--- src/source/core_pkg.sv ---
package core_pkg;

    // Number of stage registers between ID and WB, inclusive
    localparam int NUM_STAGES_TRACKED = 4;

    typedef logic [4:0] reg_addr_t;

    // Operand source for an ID stage register read
    typedef enum logic [2:0] {
        NO_FORWARD,
        FWD_EX_TO_ID,
        FWD_MEM_ALU_RES_TO_ID,
        FWD_MEM_RDATA_TO_ID,
        FWD_WB_ALU_RES_TO_ID,
        FWD_WB_RDATA_TO_ID
    } forward_t;

    // Next PC selection
    typedef enum logic [1:0] {
        PC_PLUS4,
        PC_BRANCH,
        PC_JAL,
        PC_JALR
    } pc_source_t;

    // Decoded control fields, carried from ID to WB
    typedef struct packed {
        logic       valid;
        reg_addr_t  rs1_addr;
        reg_addr_t  rs2_addr;
        reg_addr_t  rd_addr;
        // ALU, LUI/AUIPC or link result
        logic       alu_wen;
        // Load data
        logic       mem_wen;
        pc_source_t pc_source;
        logic       is_branch;
    } ctrl_t;

endpackage

--- src/source/instr_decode.sv ---
`timescale 1ns/1ps

module instr_decode import core_pkg::*; (
    input  logic [31:0] instr_i,
    input  logic        valid_i,
    output ctrl_t       ctrl_o
);

    localparam logic [6:0] OPC_OP     = 7'b0110011;
    localparam logic [6:0] OPC_OP_IMM = 7'b0010011;
    localparam logic [6:0] OPC_LOAD   = 7'b0000011;
    localparam logic [6:0] OPC_STORE  = 7'b0100011;
    localparam logic [6:0] OPC_BRANCH = 7'b1100011;
    localparam logic [6:0] OPC_JAL    = 7'b1101111;
    localparam logic [6:0] OPC_JALR   = 7'b1100111;
    localparam logic [6:0] OPC_LUI    = 7'b0110111;
    localparam logic [6:0] OPC_AUIPC  = 7'b0010111;

    logic [6:0] opcode;
    reg_addr_t  rd_field;
    reg_addr_t  rs1_field;
    reg_addr_t  rs2_field;

    assign opcode    = instr_i[6:0];
    assign rd_field  = instr_i[11:7];
    assign rs1_field = instr_i[19:15];
    assign rs2_field = instr_i[24:20];

    always_comb begin
        ctrl_o = '0;
        ctrl_o.pc_source = PC_PLUS4;
        if (valid_i) begin
            case (opcode)
                // R-type, both sources
                OPC_OP: begin
                    ctrl_o.valid    = 1'b1;
                    ctrl_o.rs1_addr = rs1_field;
                    ctrl_o.rs2_addr = rs2_field;
                    ctrl_o.rd_addr  = rd_field;
                    ctrl_o.alu_wen  = 1'b1;
                end
                OPC_OP_IMM: begin
                    ctrl_o.valid    = 1'b1;
                    ctrl_o.rs1_addr = rs1_field;
                    ctrl_o.rd_addr  = rd_field;
                    ctrl_o.alu_wen  = 1'b1;
                end
                OPC_LOAD: begin
                    ctrl_o.valid    = 1'b1;
                    ctrl_o.rs1_addr = rs1_field;
                    ctrl_o.rd_addr  = rd_field;
                    ctrl_o.mem_wen  = 1'b1;
                end
                // No destination for store or branch
                OPC_STORE: begin
                    ctrl_o.valid    = 1'b1;
                    ctrl_o.rs1_addr = rs1_field;
                    ctrl_o.rs2_addr = rs2_field;
                end
                OPC_BRANCH: begin
                    ctrl_o.valid     = 1'b1;
                    ctrl_o.rs1_addr  = rs1_field;
                    ctrl_o.rs2_addr  = rs2_field;
                    ctrl_o.pc_source = PC_BRANCH;
                    ctrl_o.is_branch = 1'b1;
                end
                OPC_JAL: begin
                    ctrl_o.valid     = 1'b1;
                    ctrl_o.rd_addr   = rd_field;
                    ctrl_o.alu_wen   = 1'b1;
                    ctrl_o.pc_source = PC_JAL;
                end
                OPC_JALR: begin
                    ctrl_o.valid     = 1'b1;
                    ctrl_o.rs1_addr  = rs1_field;
                    ctrl_o.rd_addr   = rd_field;
                    ctrl_o.alu_wen   = 1'b1;
                    ctrl_o.pc_source = PC_JALR;
                end
                OPC_LUI, OPC_AUIPC: begin
                    ctrl_o.valid   = 1'b1;
                    ctrl_o.rd_addr = rd_field;
                    ctrl_o.alu_wen = 1'b1;
                end
                // Unknown opcode stays a bubble
                default: begin
                    ctrl_o = '0;
                end
            endcase
        end
    end

endmodule

--- src/source/stage_tracker.sv ---
`timescale 1ns/1ps

module stage_tracker import core_pkg::*; (
    input  logic        clk_i,
    input  logic        reset_i,

    input  logic        instr_valid_i,
    input  logic [31:0] instr_i,
    input  logic        branch_taken_i,

    input  logic        stall_if_i,
    input  logic        stall_id_i,
    input  logic        flush_id_i,
    input  logic        flush_ex_i,

    input  ctrl_t       id_ctrl_i,

    output logic [31:0] id_instr_o,
    output logic        id_valid_o,
    output ctrl_t       ex_ctrl_o,
    output ctrl_t       mem_ctrl_o,
    output ctrl_t       wb_ctrl_o,

    output logic        branch_decision_ex_o
);

    logic accept;
    logic ex_bubble;

    // Handshake: ready is the inverse of the IF stall
    assign accept = instr_valid_i && !stall_if_i;

    // Flush overrides the load-use bubble
    assign ex_bubble = flush_ex_i || (stall_id_i && !flush_id_i);

    assign branch_decision_ex_o = branch_taken_i && ex_ctrl_o.valid && ex_ctrl_o.is_branch;

    // IF to ID valid flag
    always_ff @(posedge clk_i) begin
        if (reset_i) begin
            id_valid_o <= 1'b0;
        end else if (flush_id_i) begin
            id_valid_o <= 1'b0;
        end else if (!stall_id_i) begin
            id_valid_o <= accept;
        end
    end

    // Raw word, only meaningful with id_valid_o
    always_ff @(posedge clk_i) begin
        if (!stall_id_i && accept) begin
            id_instr_o <= instr_i;
        end
    end

    always_ff @(posedge clk_i) begin
        if (reset_i) begin
            ex_ctrl_o  <= '0;
            mem_ctrl_o <= '0;
            wb_ctrl_o  <= '0;
        end else begin
            if (ex_bubble) begin
                ex_ctrl_o <= '0;
            end else begin
                ex_ctrl_o <= id_ctrl_i;
            end
            // MEM and WB never stall
            mem_ctrl_o <= ex_ctrl_o;
            wb_ctrl_o  <= mem_ctrl_o;
        end
    end

    // EX flush only for a taken branch actually sitting in EX
    a_flush_ex_branch: assert property (
        @(posedge clk_i) disable iff (reset_i)
        flush_ex_i |-> (ex_ctrl_o.valid && ex_ctrl_o.is_branch && branch_taken_i)
    );

    // The squashed slot drains to WB as a bubble
    a_flush_ex_drains: assert property (
        @(posedge clk_i) disable iff (reset_i)
        flush_ex_i |-> ##(NUM_STAGES_TRACKED - 1)
            (!wb_ctrl_o.valid && !wb_ctrl_o.alu_wen && !wb_ctrl_o.mem_wen)
    );

endmodule

--- src/source/controller.sv ---
`timescale 1ns/1ps

module controller import core_pkg::*; (
    // Forwarding selects
    output forward_t   fwd_op1_o,
    output forward_t   fwd_op2_o,

    // Register addresses per stage
    input  reg_addr_t  rs1_addr_id_i,
    input  reg_addr_t  rs2_addr_id_i,
    input  reg_addr_t  rd_addr_ex_i,
    input  reg_addr_t  rd_addr_mem_i,
    input  reg_addr_t  rd_addr_wb_i,

    input  logic       reg_alu_wen_ex_i,
    input  logic       reg_alu_wen_mem_i,
    input  logic       reg_alu_wen_wb_i,
    input  logic       reg_mem_wen_mem_i,
    input  logic       reg_mem_wen_wb_i,

    // Stalls
    output logic       stall_if_o,
    output logic       stall_id_o,
    output logic       stall_ex_o,
    output logic       stall_mem_o,

    input  logic       reg_mem_wen_ex_i,

    // Flushes
    output logic       flush_id_o,
    output logic       flush_ex_o,
    output logic       flush_mem_o,
    output logic       flush_wb_o,

    input  pc_source_t pc_source_id_i,
    input  logic       branch_decision_ex_i
);

    logic load_use_rs1;
    logic load_use_rs2;
    logic jump_in_id;

    // Youngest writer first; x0 never forwarded
    function automatic forward_t select_source(input reg_addr_t rs);
        forward_t sel;
        sel = NO_FORWARD;
        if (rs != '0) begin
            if (rd_addr_ex_i == rs && reg_alu_wen_ex_i) begin
                sel = FWD_EX_TO_ID;
            end else if (rd_addr_mem_i == rs && reg_alu_wen_mem_i) begin
                sel = FWD_MEM_ALU_RES_TO_ID;
            end else if (rd_addr_mem_i == rs && reg_mem_wen_mem_i) begin
                sel = FWD_MEM_RDATA_TO_ID;
            end else if (rd_addr_wb_i == rs && reg_alu_wen_wb_i) begin
                sel = FWD_WB_ALU_RES_TO_ID;
            end else if (rd_addr_wb_i == rs && reg_mem_wen_wb_i) begin
                sel = FWD_WB_RDATA_TO_ID;
            end
        end
        return sel;
    endfunction

    assign fwd_op1_o = select_source(rs1_addr_id_i);
    assign fwd_op2_o = select_source(rs2_addr_id_i);

    // Load data not ready until MEM
    assign load_use_rs1 = (rs1_addr_id_i != '0) && (rd_addr_ex_i == rs1_addr_id_i);
    assign load_use_rs2 = (rs2_addr_id_i != '0) && (rd_addr_ex_i == rs2_addr_id_i);

    assign stall_id_o  = reg_mem_wen_ex_i && (load_use_rs1 || load_use_rs2);
    assign stall_if_o  = stall_id_o;
    assign stall_ex_o  = 1'b0;
    assign stall_mem_o = 1'b0;

    assign jump_in_id = (pc_source_id_i == PC_JAL) || (pc_source_id_i == PC_JALR);

    assign flush_id_o  = jump_in_id || branch_decision_ex_i;
    assign flush_ex_o  = branch_decision_ex_i;
    assign flush_mem_o = 1'b0;
    assign flush_wb_o  = 1'b0;

endmodule

--- src/source/hazard_top.sv ---
`timescale 1ns/1ps

module hazard_top import core_pkg::*; (
    input  logic        clk_i,
    input  logic        reset_i,

    input  logic        instr_valid_i,
    input  logic [31:0] instr_i,
    output logic        instr_ready_o,

    input  logic        branch_taken_i,

    output forward_t    fwd_op1_o,
    output forward_t    fwd_op2_o,
    output logic        stall_o,
    output logic        flush_id_o,
    output logic        flush_ex_o
);

    logic [31:0] id_instr;
    logic        id_valid;
    ctrl_t       id_ctrl;
    ctrl_t       ex_ctrl;
    ctrl_t       mem_ctrl;
    ctrl_t       wb_ctrl;
    logic        branch_decision_ex;
    logic        stall_if;
    logic        stall_id;

    assign instr_ready_o = !stall_if;
    assign stall_o       = stall_id;

    instr_decode instr_decode_inst (
        .instr_i (id_instr),
        .valid_i (id_valid),
        .ctrl_o  (id_ctrl)
    );

    stage_tracker stage_tracker_inst (
        .clk_i                (clk_i),
        .reset_i              (reset_i),
        .instr_valid_i        (instr_valid_i),
        .instr_i              (instr_i),
        .branch_taken_i       (branch_taken_i),
        .stall_if_i           (stall_if),
        .stall_id_i           (stall_id),
        .flush_id_i           (flush_id_o),
        .flush_ex_i           (flush_ex_o),
        .id_ctrl_i            (id_ctrl),
        .id_instr_o           (id_instr),
        .id_valid_o           (id_valid),
        .ex_ctrl_o            (ex_ctrl),
        .mem_ctrl_o           (mem_ctrl),
        .wb_ctrl_o            (wb_ctrl),
        .branch_decision_ex_o (branch_decision_ex)
    );

    controller controller_inst (
        .fwd_op1_o            (fwd_op1_o),
        .fwd_op2_o            (fwd_op2_o),
        .rs1_addr_id_i        (id_ctrl.rs1_addr),
        .rs2_addr_id_i        (id_ctrl.rs2_addr),
        .rd_addr_ex_i         (ex_ctrl.rd_addr),
        .rd_addr_mem_i        (mem_ctrl.rd_addr),
        .rd_addr_wb_i         (wb_ctrl.rd_addr),
        .reg_alu_wen_ex_i     (ex_ctrl.alu_wen),
        .reg_alu_wen_mem_i    (mem_ctrl.alu_wen),
        .reg_alu_wen_wb_i     (wb_ctrl.alu_wen),
        .reg_mem_wen_mem_i    (mem_ctrl.mem_wen),
        .reg_mem_wen_wb_i     (wb_ctrl.mem_wen),
        .stall_if_o           (stall_if),
        .stall_id_o           (stall_id),
        .stall_ex_o           (),
        .stall_mem_o          (),
        .reg_mem_wen_ex_i     (ex_ctrl.mem_wen),
        .flush_id_o           (flush_id_o),
        .flush_ex_o           (flush_ex_o),
        .flush_mem_o          (),
        .flush_wb_o           (),
        .pc_source_id_i       (id_ctrl.pc_source),
        .branch_decision_ex_i (branch_decision_ex)
    );

endmodule

--- config.mk ---
export PLATFORM = sky130hd
export DESIGN_NAME = hazard_top
export DESIGN_NICKNAME = d
export VERILOG_FILES = /design/src/source/core_pkg.sv /design/src/source/instr_decode.sv /design/src/source/stage_tracker.sv /design/src/source/controller.sv /design/src/source/hazard_top.sv
export SDC_FILE = /design/constraint.sdc
export NUM_CORES = 1
export LEC_CHECK = 0
export ABC_AREA = 0
export BUFFER_PORTS_ARGS = -buffer_cell sky130_fd_sc_hd__clkbuf_2
export CAP_MARGIN = 20
export CORE_MARGIN = 8
export CORE_UTILIZATION = 35
export CTS_BUF_LIST = sky130_fd_sc_hd__clkbuf_4
export CTS_CLUSTER_DIAMETER = 80
export DETAILED_ROUTE_END_ITERATION = 7
export SLEW_MARGIN = 20
export SYNTH_ARGS = -nofsm -noshare
export SYNTH_HDL_FRONTEND = slang
export SYNTH_SLANG_ARGS = --single-unit
--- constraint.sdc ---
create_clock -name clk_i -period 4.9 [get_ports clk_i]
set_input_delay 1.47 -clock clk_i [delete_from_list [all_inputs] [get_ports clk_i]]
set_output_delay 1.47 -clock clk_i [all_outputs]
set_load 0.01 [all_outputs]
==> results of run 1 <==
-- cell type report --
cell class | instances | area (um^2)
Clock buffer | 5 | 37.54
Clock inverter | 3 | 16.27
Fill cell | 642 | 3782
Inverter | 11 | 41.29
Multi-Input combinational cell | 157 | 1096
Sequential cell | 46 | 1141
Tap cell | 77 | 96.34
Timing Repair Buffer | 35 | 175.2
-- flip-flops by register name, indices dropped and copies added (netlist names) --
name                           count
stage_tracker_inst.ex_ctrl_o       9
stage_tracker_inst.id_instr_o     22
stage_tracker_inst.id_valid_o      1
stage_tracker_inst.mem_ctrl_o      7
stage_tracker_inst.wb_ctrl_o       7
-- metal layers --
layer / GRT usage / up-vias / share of wire
li1: - / 922 / -
met4: 0.04079 / 0 / 0.019
met5: 0 / - / 0
met3: 0.02347 / 10 / 0.034
met2: 0.1914 / 50 / 0.48
met1: 0.1305 / 854 / 0.47
-- worst min-delay path by stage --
stage / slack (ns) / startpoint / end / cells past startpoint
after floorplan: 0.43 / stage_tracker_inst.ex_ctrl_o[3] / stage_tracker_inst.mem_ctrl_o[3] / 2
after global placement: 0.46 / stage_tracker_inst.ex_ctrl_o[3] / stage_tracker_inst.mem_ctrl_o[3] / 2
after detailed placement: 0.47 / stage_tracker_inst.ex_ctrl_o[3] / stage_tracker_inst.mem_ctrl_o[3] / 2
after CTS: 0.48 / stage_tracker_inst.ex_ctrl_o[3] / stage_tracker_inst.mem_ctrl_o[3] / 2
after global routing: 0.52 / stage_tracker_inst.ex_ctrl_o[4] / stage_tracker_inst.mem_ctrl_o[4] / 1
final: 0.48 / stage_tracker_inst.ex_ctrl_o[3] / stage_tracker_inst.mem_ctrl_o[3] / 2
-- per-stage QoR --
step / power, W / area (um^2) / hold slack [ns] / setup WS (ns) / util
after floorplan: 0.0004570 / 2328 / 0.4314 / 1.587 / -
after global placement: 0.0004742 / 2550 / 0.4577 / 1.169 / 0.3993
after detailed placement: 0.0004749 / 2550 / 0.4657 / 1.178 / 0.3993
after CTS: 0.0006484 / 2604 / 0.4816 / 0.7554 / 0.4077
after global routing: 0.0006675 / 2604 / 0.5238 / 0.5425 / 0.4077
final: 0.0006410 / 2604 / 0.4826 / 0.7718 / 0.4077
-- cell families (layout without fill, tap and decap cells) --
logic type      count (synthesis)  after routing  synth area share
buf+inv                        22             54           0.03922
simple gates                   95             95            0.2466
compound gates                 46             46            0.1639
xor+xnor                       16             16           0.06019
flops                          46             46            0.4901
-- cell usage in the layout, fill, tap and decap left out, types with 2 or more instances in the layout --
cell       Yosys  final
nor2b_1        9      9
o32ai_1        7      7
a21oi_1        2      2
nor2_1        23     23
o221a_1        4      4
nor4_1         3      3
nor4bb_1      11     11
nor3b_1        2      2
a2bb2oi_1      2      2
o21ai_0        2      2
nand3_1       12     12
nand2_1        7      7
o211ai_1       2      2
xnor2_1       13     13
a31oi_1       11     11
o32ai_2        2      2
o21ai_1        2      2
nand4_1        5      5
clkbuf_2       0     35
inv_1         10     10
dfxtp_1       24     24
or4_1          2      2
edfxtp_1      22     22
o32a_1         3      3
clkbuf_4       0      5
nor3_1         7      7
and2_1         4      4
xor2_1         3      3
-- Yosys cell counts (3+ instances only) --
library cell and count:
dfxtp_1 24, nor2_1 23, edfxtp_1 22, xnor2_1 13, nand3_1 12, a31oi_1 11
nor4bb_1 11, inv_1 10, clkbuf_1 9, nor2b_1 9, nand2_1 7, nor3_1 7
o32ai_1 7, nand4_1 5, and2_1 4, o221a_1 4, nor4_1 3, o32a_1 3
xor2_1 3
-- worst max-delay path, cell delays in order, from the launching register on --
cell and delay, ns:
edfxtp_1 0.44, nand4bb_1 0.29, nor4_1 0.61, o32ai_1 0.21, nand4_1 0.18, nand2_1 0.10
nor4_1 0.30, clkbuf_2 0.18
-- where the power goes --
part | internal, W | leakage [nW] | switching (W)
combinational | 0.0000178 | 0.482 | 0.0000182
sequential | 0.000415 | 0.409 | 0.0000144
clock | 0.0000535 | 0.0286 | 0.000122
total | 0.000487 | 0.920 | 0.000154
==> impl_results.md, run 1 <==
- Clock buffer depth: 2
- Asr flop ratio synth: 0
- Row cnt: 29
- Post-cts sizing count: 0
- Mean post-synth cell area: roughly 10 um^2
- RePlAce Congestion: ~0.83
- Worst Tran Pin Value: a little under 1 ns
- CP required: approximately 3.4 ns
- Peak supply drop: approximately 0.13 mV
- Clk Latency, worst-skew pair: 0.36 ns
- Syn_nets: ~260
- Number of global-route vias before repair: between 1500 and 2000
- Maxcap violations: 0
- Total negative slack: 0 ns
- Fin. max-slew vios: 0
- Worst-case clock skew: approximately 0.0096 ns
- Fmax achieved: between 200 and 250 MHz
- Worst-case reg-to-reg path depth: 5
- Netlist cell types: 49
- Post-CTS setup buffers: 0
- Detailed Place HPWL: 4013 um
- Largest area contributor in the netlist: edfxtp_1
- Critical Path Source: stage_tracker_inst.id_instr_o[2]
- Post-synth top area share: 0.2837
- Top FF cell, synth: dfxtp_1
- Final hold violations: 0
- PortBufs: 35
- Hold Crit Class: reg -> reg
- Hold buffer count at cts: 0
- Clk Tree Root Cell: clkbuf_4
- Global Route Usage Sum: 0.1108
- Unrepaired setup endpoints after global routing: false
- CTS clk-pin slew, worst paths: ~0.14 ns
- Grt ovf: 0
- Slew headroom: 0.3597
- Top Ports: 46
- Core ar.: 6386 um^2
- Final cell count without fillers: between 300 and 400
- CTS H-tree lvls: 2
- YS warnings: 0
- Leak Pwr: 0.9198 nW
- Largest net degree at the start of global routing: 23
- CTS tree: done
- Reg-to-reg slack, setup: 1.98 ns
- Vias per cell: roughly 5.5
- DR pass1 iterations: 4
- Final Setup Violations: 0
- Drc violations: 0
- Area growth syn-to-layout: 11.82%
- Power density over the cells: 246.2 nW/um^2
- First-pass GRT wire length: around 8900 um
- CTS sink cnt: 46
- Crit Path Max Fanout: 4
- Post-route ant nets: 0
- Period minus WS final: slightly above 4 ns
- DRT iter0 DRCs: between 100 and 150
- DP Cell Count: between 300 and 400
- Share of cells above drive strength 1: 0.1984
- WL per Instance: approximately 16 um
- Vias post-DR: roughly 1800
- Die Area: 9519 um^2
- Top post-synthesis cells by area: edfxtp_1 (28%), dfxtp_1 (21%), xnor2_1 (4.9%)
- Outcome: complete, no violations
- Ant diodes: 0
- R2R Path End: stage_tracker_inst.id_instr_o[24]
- Drt total wl: 5196 um
- CTS buffer count: 5
- Crit path kind: reg -> out
- Die Wd: 97.57 um
- Seq cells post-synth: 46
- R2R Path Start: stage_tracker_inst.id_instr_o[2]
- CP Capture Type: output pin
- Critical path capture point: fwd_op2_o[2]
- Post-synth EDFFs: 22
- Post-Synthesis Cells: roughly 230
- Fin nets: between 200 and 300
- Die H: roughly 98 um
- Post-synthesis sequential area ratio: 0.4901
- Initial core utilization: 0.3646
- Initial antenna violation count: 0
- Critical path launch point type: register
- Period utilization: 0.8425
- CP arrival: approximately 2.7 ns
- Synth Cell Area: 2328 um^2
No activity file was read; power rests on OpenSTA's default activity.
==> run 2, diff against run 1 <==
Clock period 4.9 ns to 3.5 ns, I/O delays scaled along.
==> impl_results.md, run 2 (synthesized netlist as in run 1, its figures left out) <==
- CTS sink cnt: 46 (unchanged)
- Crit-path slowest cell: edfxtp_1
- Critical path launch point type: register
- Initial core utilization: 0.3646 (unchanged)
- First-pass GRT wire length: 9204 um (+3.6%)
- Most frequent cells in the layout: clkbuf_2 (34), dfxtp_1 (24), nor2_1 (23), edfxtp_1 (22)
- Pre-CTS setup slack: 0.3260 ns (-0.8520 ns)
- Area occupied by multi-input gates: 1151 um^2 (+5.0%)
- Largest regs: stage_tracker_inst.id_instr_o: 22 flops, stage_tracker_inst.ex_ctrl_o: 9 flops
- Hold Crit Class: reg -> reg
- Register area: 1141 um^2 (unchanged)
- CTS H-tree lvls: 2 (unchanged)
- Die Area: 9519 um^2 (unchanged)
- Peak supply drop: 0.2090 mV (+58%)
- Crit Path Max Fanout: 7 (+3)
- Post-route ant nets: 0 (unchanged)
- Outcome: complete, no violations
- Top reg by flops: stage_tracker_inst.id_instr_o
- CP arrival: 2.39 ns (-0.27 ns)
- Commonest non-fill, non-tap cell in the layout: clkbuf_2
- Reg-to-reg slack, setup: 1.11 ns (-0.87 ns)
- Worst hold path depth: 2 (unchanged)
- Ant diodes: 0 (unchanged)
- Number of global-route vias before repair: 1978 (+4.8%)
- CTS clk-pin slew, worst paths: 0.13 ns (about the same)
- Leak Pwr: 1.021 nW (+11%)
- DRT iter0 DRCs: 107 (-7.0%)
- R2R Path Start: stage_tracker_inst.id_instr_o[17]
- Share of cells above drive strength 1: 0.2704 (+0.07193)
- Worst-case clock skew: 0.01663 ns (+0.007076 ns)
- Maxcap violations: 0 (unchanged)
- Worst Tran Pin Value: 0.6479 ns (-0.3125 ns)
- Initial antenna violation count: 0 (unchanged)
- DR pass1 iterations: 4 (unchanged)
- Row cnt: 29 (unchanged)
- Vias post-DR: 1943 (+5.8%)
- Detailed Place HPWL: 4134 um (+3.0%)
- Period minus WS final: around 3.4 ns
- Fin nets: 305 (+4.5%)
- Number of flip-flops in the largest register: 22 (unchanged)
- Hold endpoint: stage_tracker_inst.mem_ctrl_o[3]
- CTS buffer count: 5 (unchanged)
- CP required: 2.45 ns (-0.98 ns)
- Clk Latency, worst-skew pair: 0.36 ns (about the same)
- Final Setup Violations: 0 (unchanged)
- Area growth syn-to-layout: 20.63%
- R2R Path End: stage_tracker_inst.id_instr_o[0]
- CP Capture Type: output pin
- Die H: 97.57 um (unchanged)
- Clock buffer depth: 2 (unchanged)
- Drc violations: 0 (unchanged)
- PortBufs: 35 (unchanged)
- Fin. max-slew vios: 0 (unchanged)
- Hold buffer count at cts: 0 (unchanged)
- Global Route Usage Sum: 0.1152 (+0.004359)
- Fmax achieved: 290.5 MHz
- WL per Instance: 16.10 um (+3.5%)
- Slew headroom: 0.5671 (+0.2074)
- Hold_sp: stage_tracker_inst.ex_ctrl_o[3]
- Drt total wl: 5588 um (+7.5%)
- Total negative slack: 0 ns (unchanged)
- CTS tree: done
- Worst-case reg-to-reg path depth: 7 (+2)
- Cells along the critical path: and4b_2 -> o221a_1 -> o32a_1 -> nor4_2 -> a2bb2oi_2 -> o21a_1 -> clkbuf_2
- Largest net degree at the start of global routing: 23 (unchanged)
- Core ar.: 6386 um^2 (unchanged)
- Final worst setup slack: 0.05810 ns (-0.7137 ns)
- Die Wd: 97.57 um (unchanged)
- Final hold violations: 0 (unchanged)
- Grt ovf: 0 (unchanged)
- Power density over the cells: 380.0 nW/um^2 (+54%)
- Vias per cell: 5.599 (+1.9%)
- Period utilization: 0.9834
- CP max stage delay: 0.49 ns (-0.12 ns)
- Unrepaired setup endpoints after global routing: true
- Clk Tree Root Cell: clkbuf_4
- Top Ports: 46 (unchanged)
- Crit path kind: reg -> out
- RePlAce Congestion: 0.8305 (-0.43%)
- Final-layout fill cell count: 638 (-0.62%)
run 2: how the worst max path moves through the flow:
stage / start / to / slack [ns] / cells after the start
global placement: stage_tracker_inst.id_instr_o[6] / fwd_op1_o[0] / 0.32 / 7
finish: stage_tracker_inst.id_instr_o[1] / fwd_op1_o[0] / 0.06 / 7
global route: stage_tracker_inst.id_instr_o[1] / fwd_op1_o[0] / -0.08 / 7
detailed placement: stage_tracker_inst.id_instr_o[6] / fwd_op1_o[0] / 0.33 / 7
floorplan: stage_tracker_inst.id_instr_o[6] / fwd_op1_o[0] / 0.61 / 7
CTS: stage_tracker_inst.id_instr_o[4] / fwd_op1_o[0] / 0.002 / 7
run 2: power breakdown:
part | switching [W] | total, W | internal, W
clock network | 0.000177 | 0.000400 | 0.000224
logic | 0.0000316 | 0.0000659 | 0.0000343
registers | 0.0000200 | 0.000601 | 0.000581
run 2: cell type report:
cell class | instances | area share
multi-input combinational | 157 | 0.4098
sequential | 46 | 0.4062
timing repair buffer | 48 | 0.09710
tap | 77 | 0.03430
clock inverter | 3 | 0.02450
inverter | 11 | 0.01470
clock buffer | 5 | 0.01336
run 2: per-layer routing:
metal  up-vias  part of all wire  global-route usage
met3        14             0.052             0.02560
met4         0             0.024             0.03963
li1        950                 -                   -
met5         -                 0                   0
met2        63              0.49              0.2100
met1       916              0.43              0.1270
run 2: metrics by stage:
step / power, W / cells / hold WS, ns / area (um^2) / utilization
2_1_floorplan: 0.0006398 / 225 / 0.4314 / 2328 / -
3_3_place_gp: 0.0006664 / 330 / 0.4644 / 2580 / 0.4040
3_5_place_dp: 0.0006679 / 330 / 0.4613 / 2580 / 0.4040
4_1_cts: 0.001071 / 341 / 0.4836 / 2715 / 0.4252
5_1_grt: 0.001106 / 347 / 0.5073 / 2809 / 0.4399
6_report: 0.001067 / 347 / 0.4739 / 2809 / 0.4399
run 2: critical path, delay by kind of cell (launching register included):
kind                   cells  cell delay (ns)
AND/OR/NAND/NOR            2             0.64
buffers and inverters      1             0.13
flip-flops                 1             0.49
AO/OA/AOI/OAI              4             0.78
run 2: repair_timing:
action	in CTS	in global routing
resized for setup	2	8
pin swaps	0	7
buffers inserted	3	6
endpoints found under the setup margin	3	5
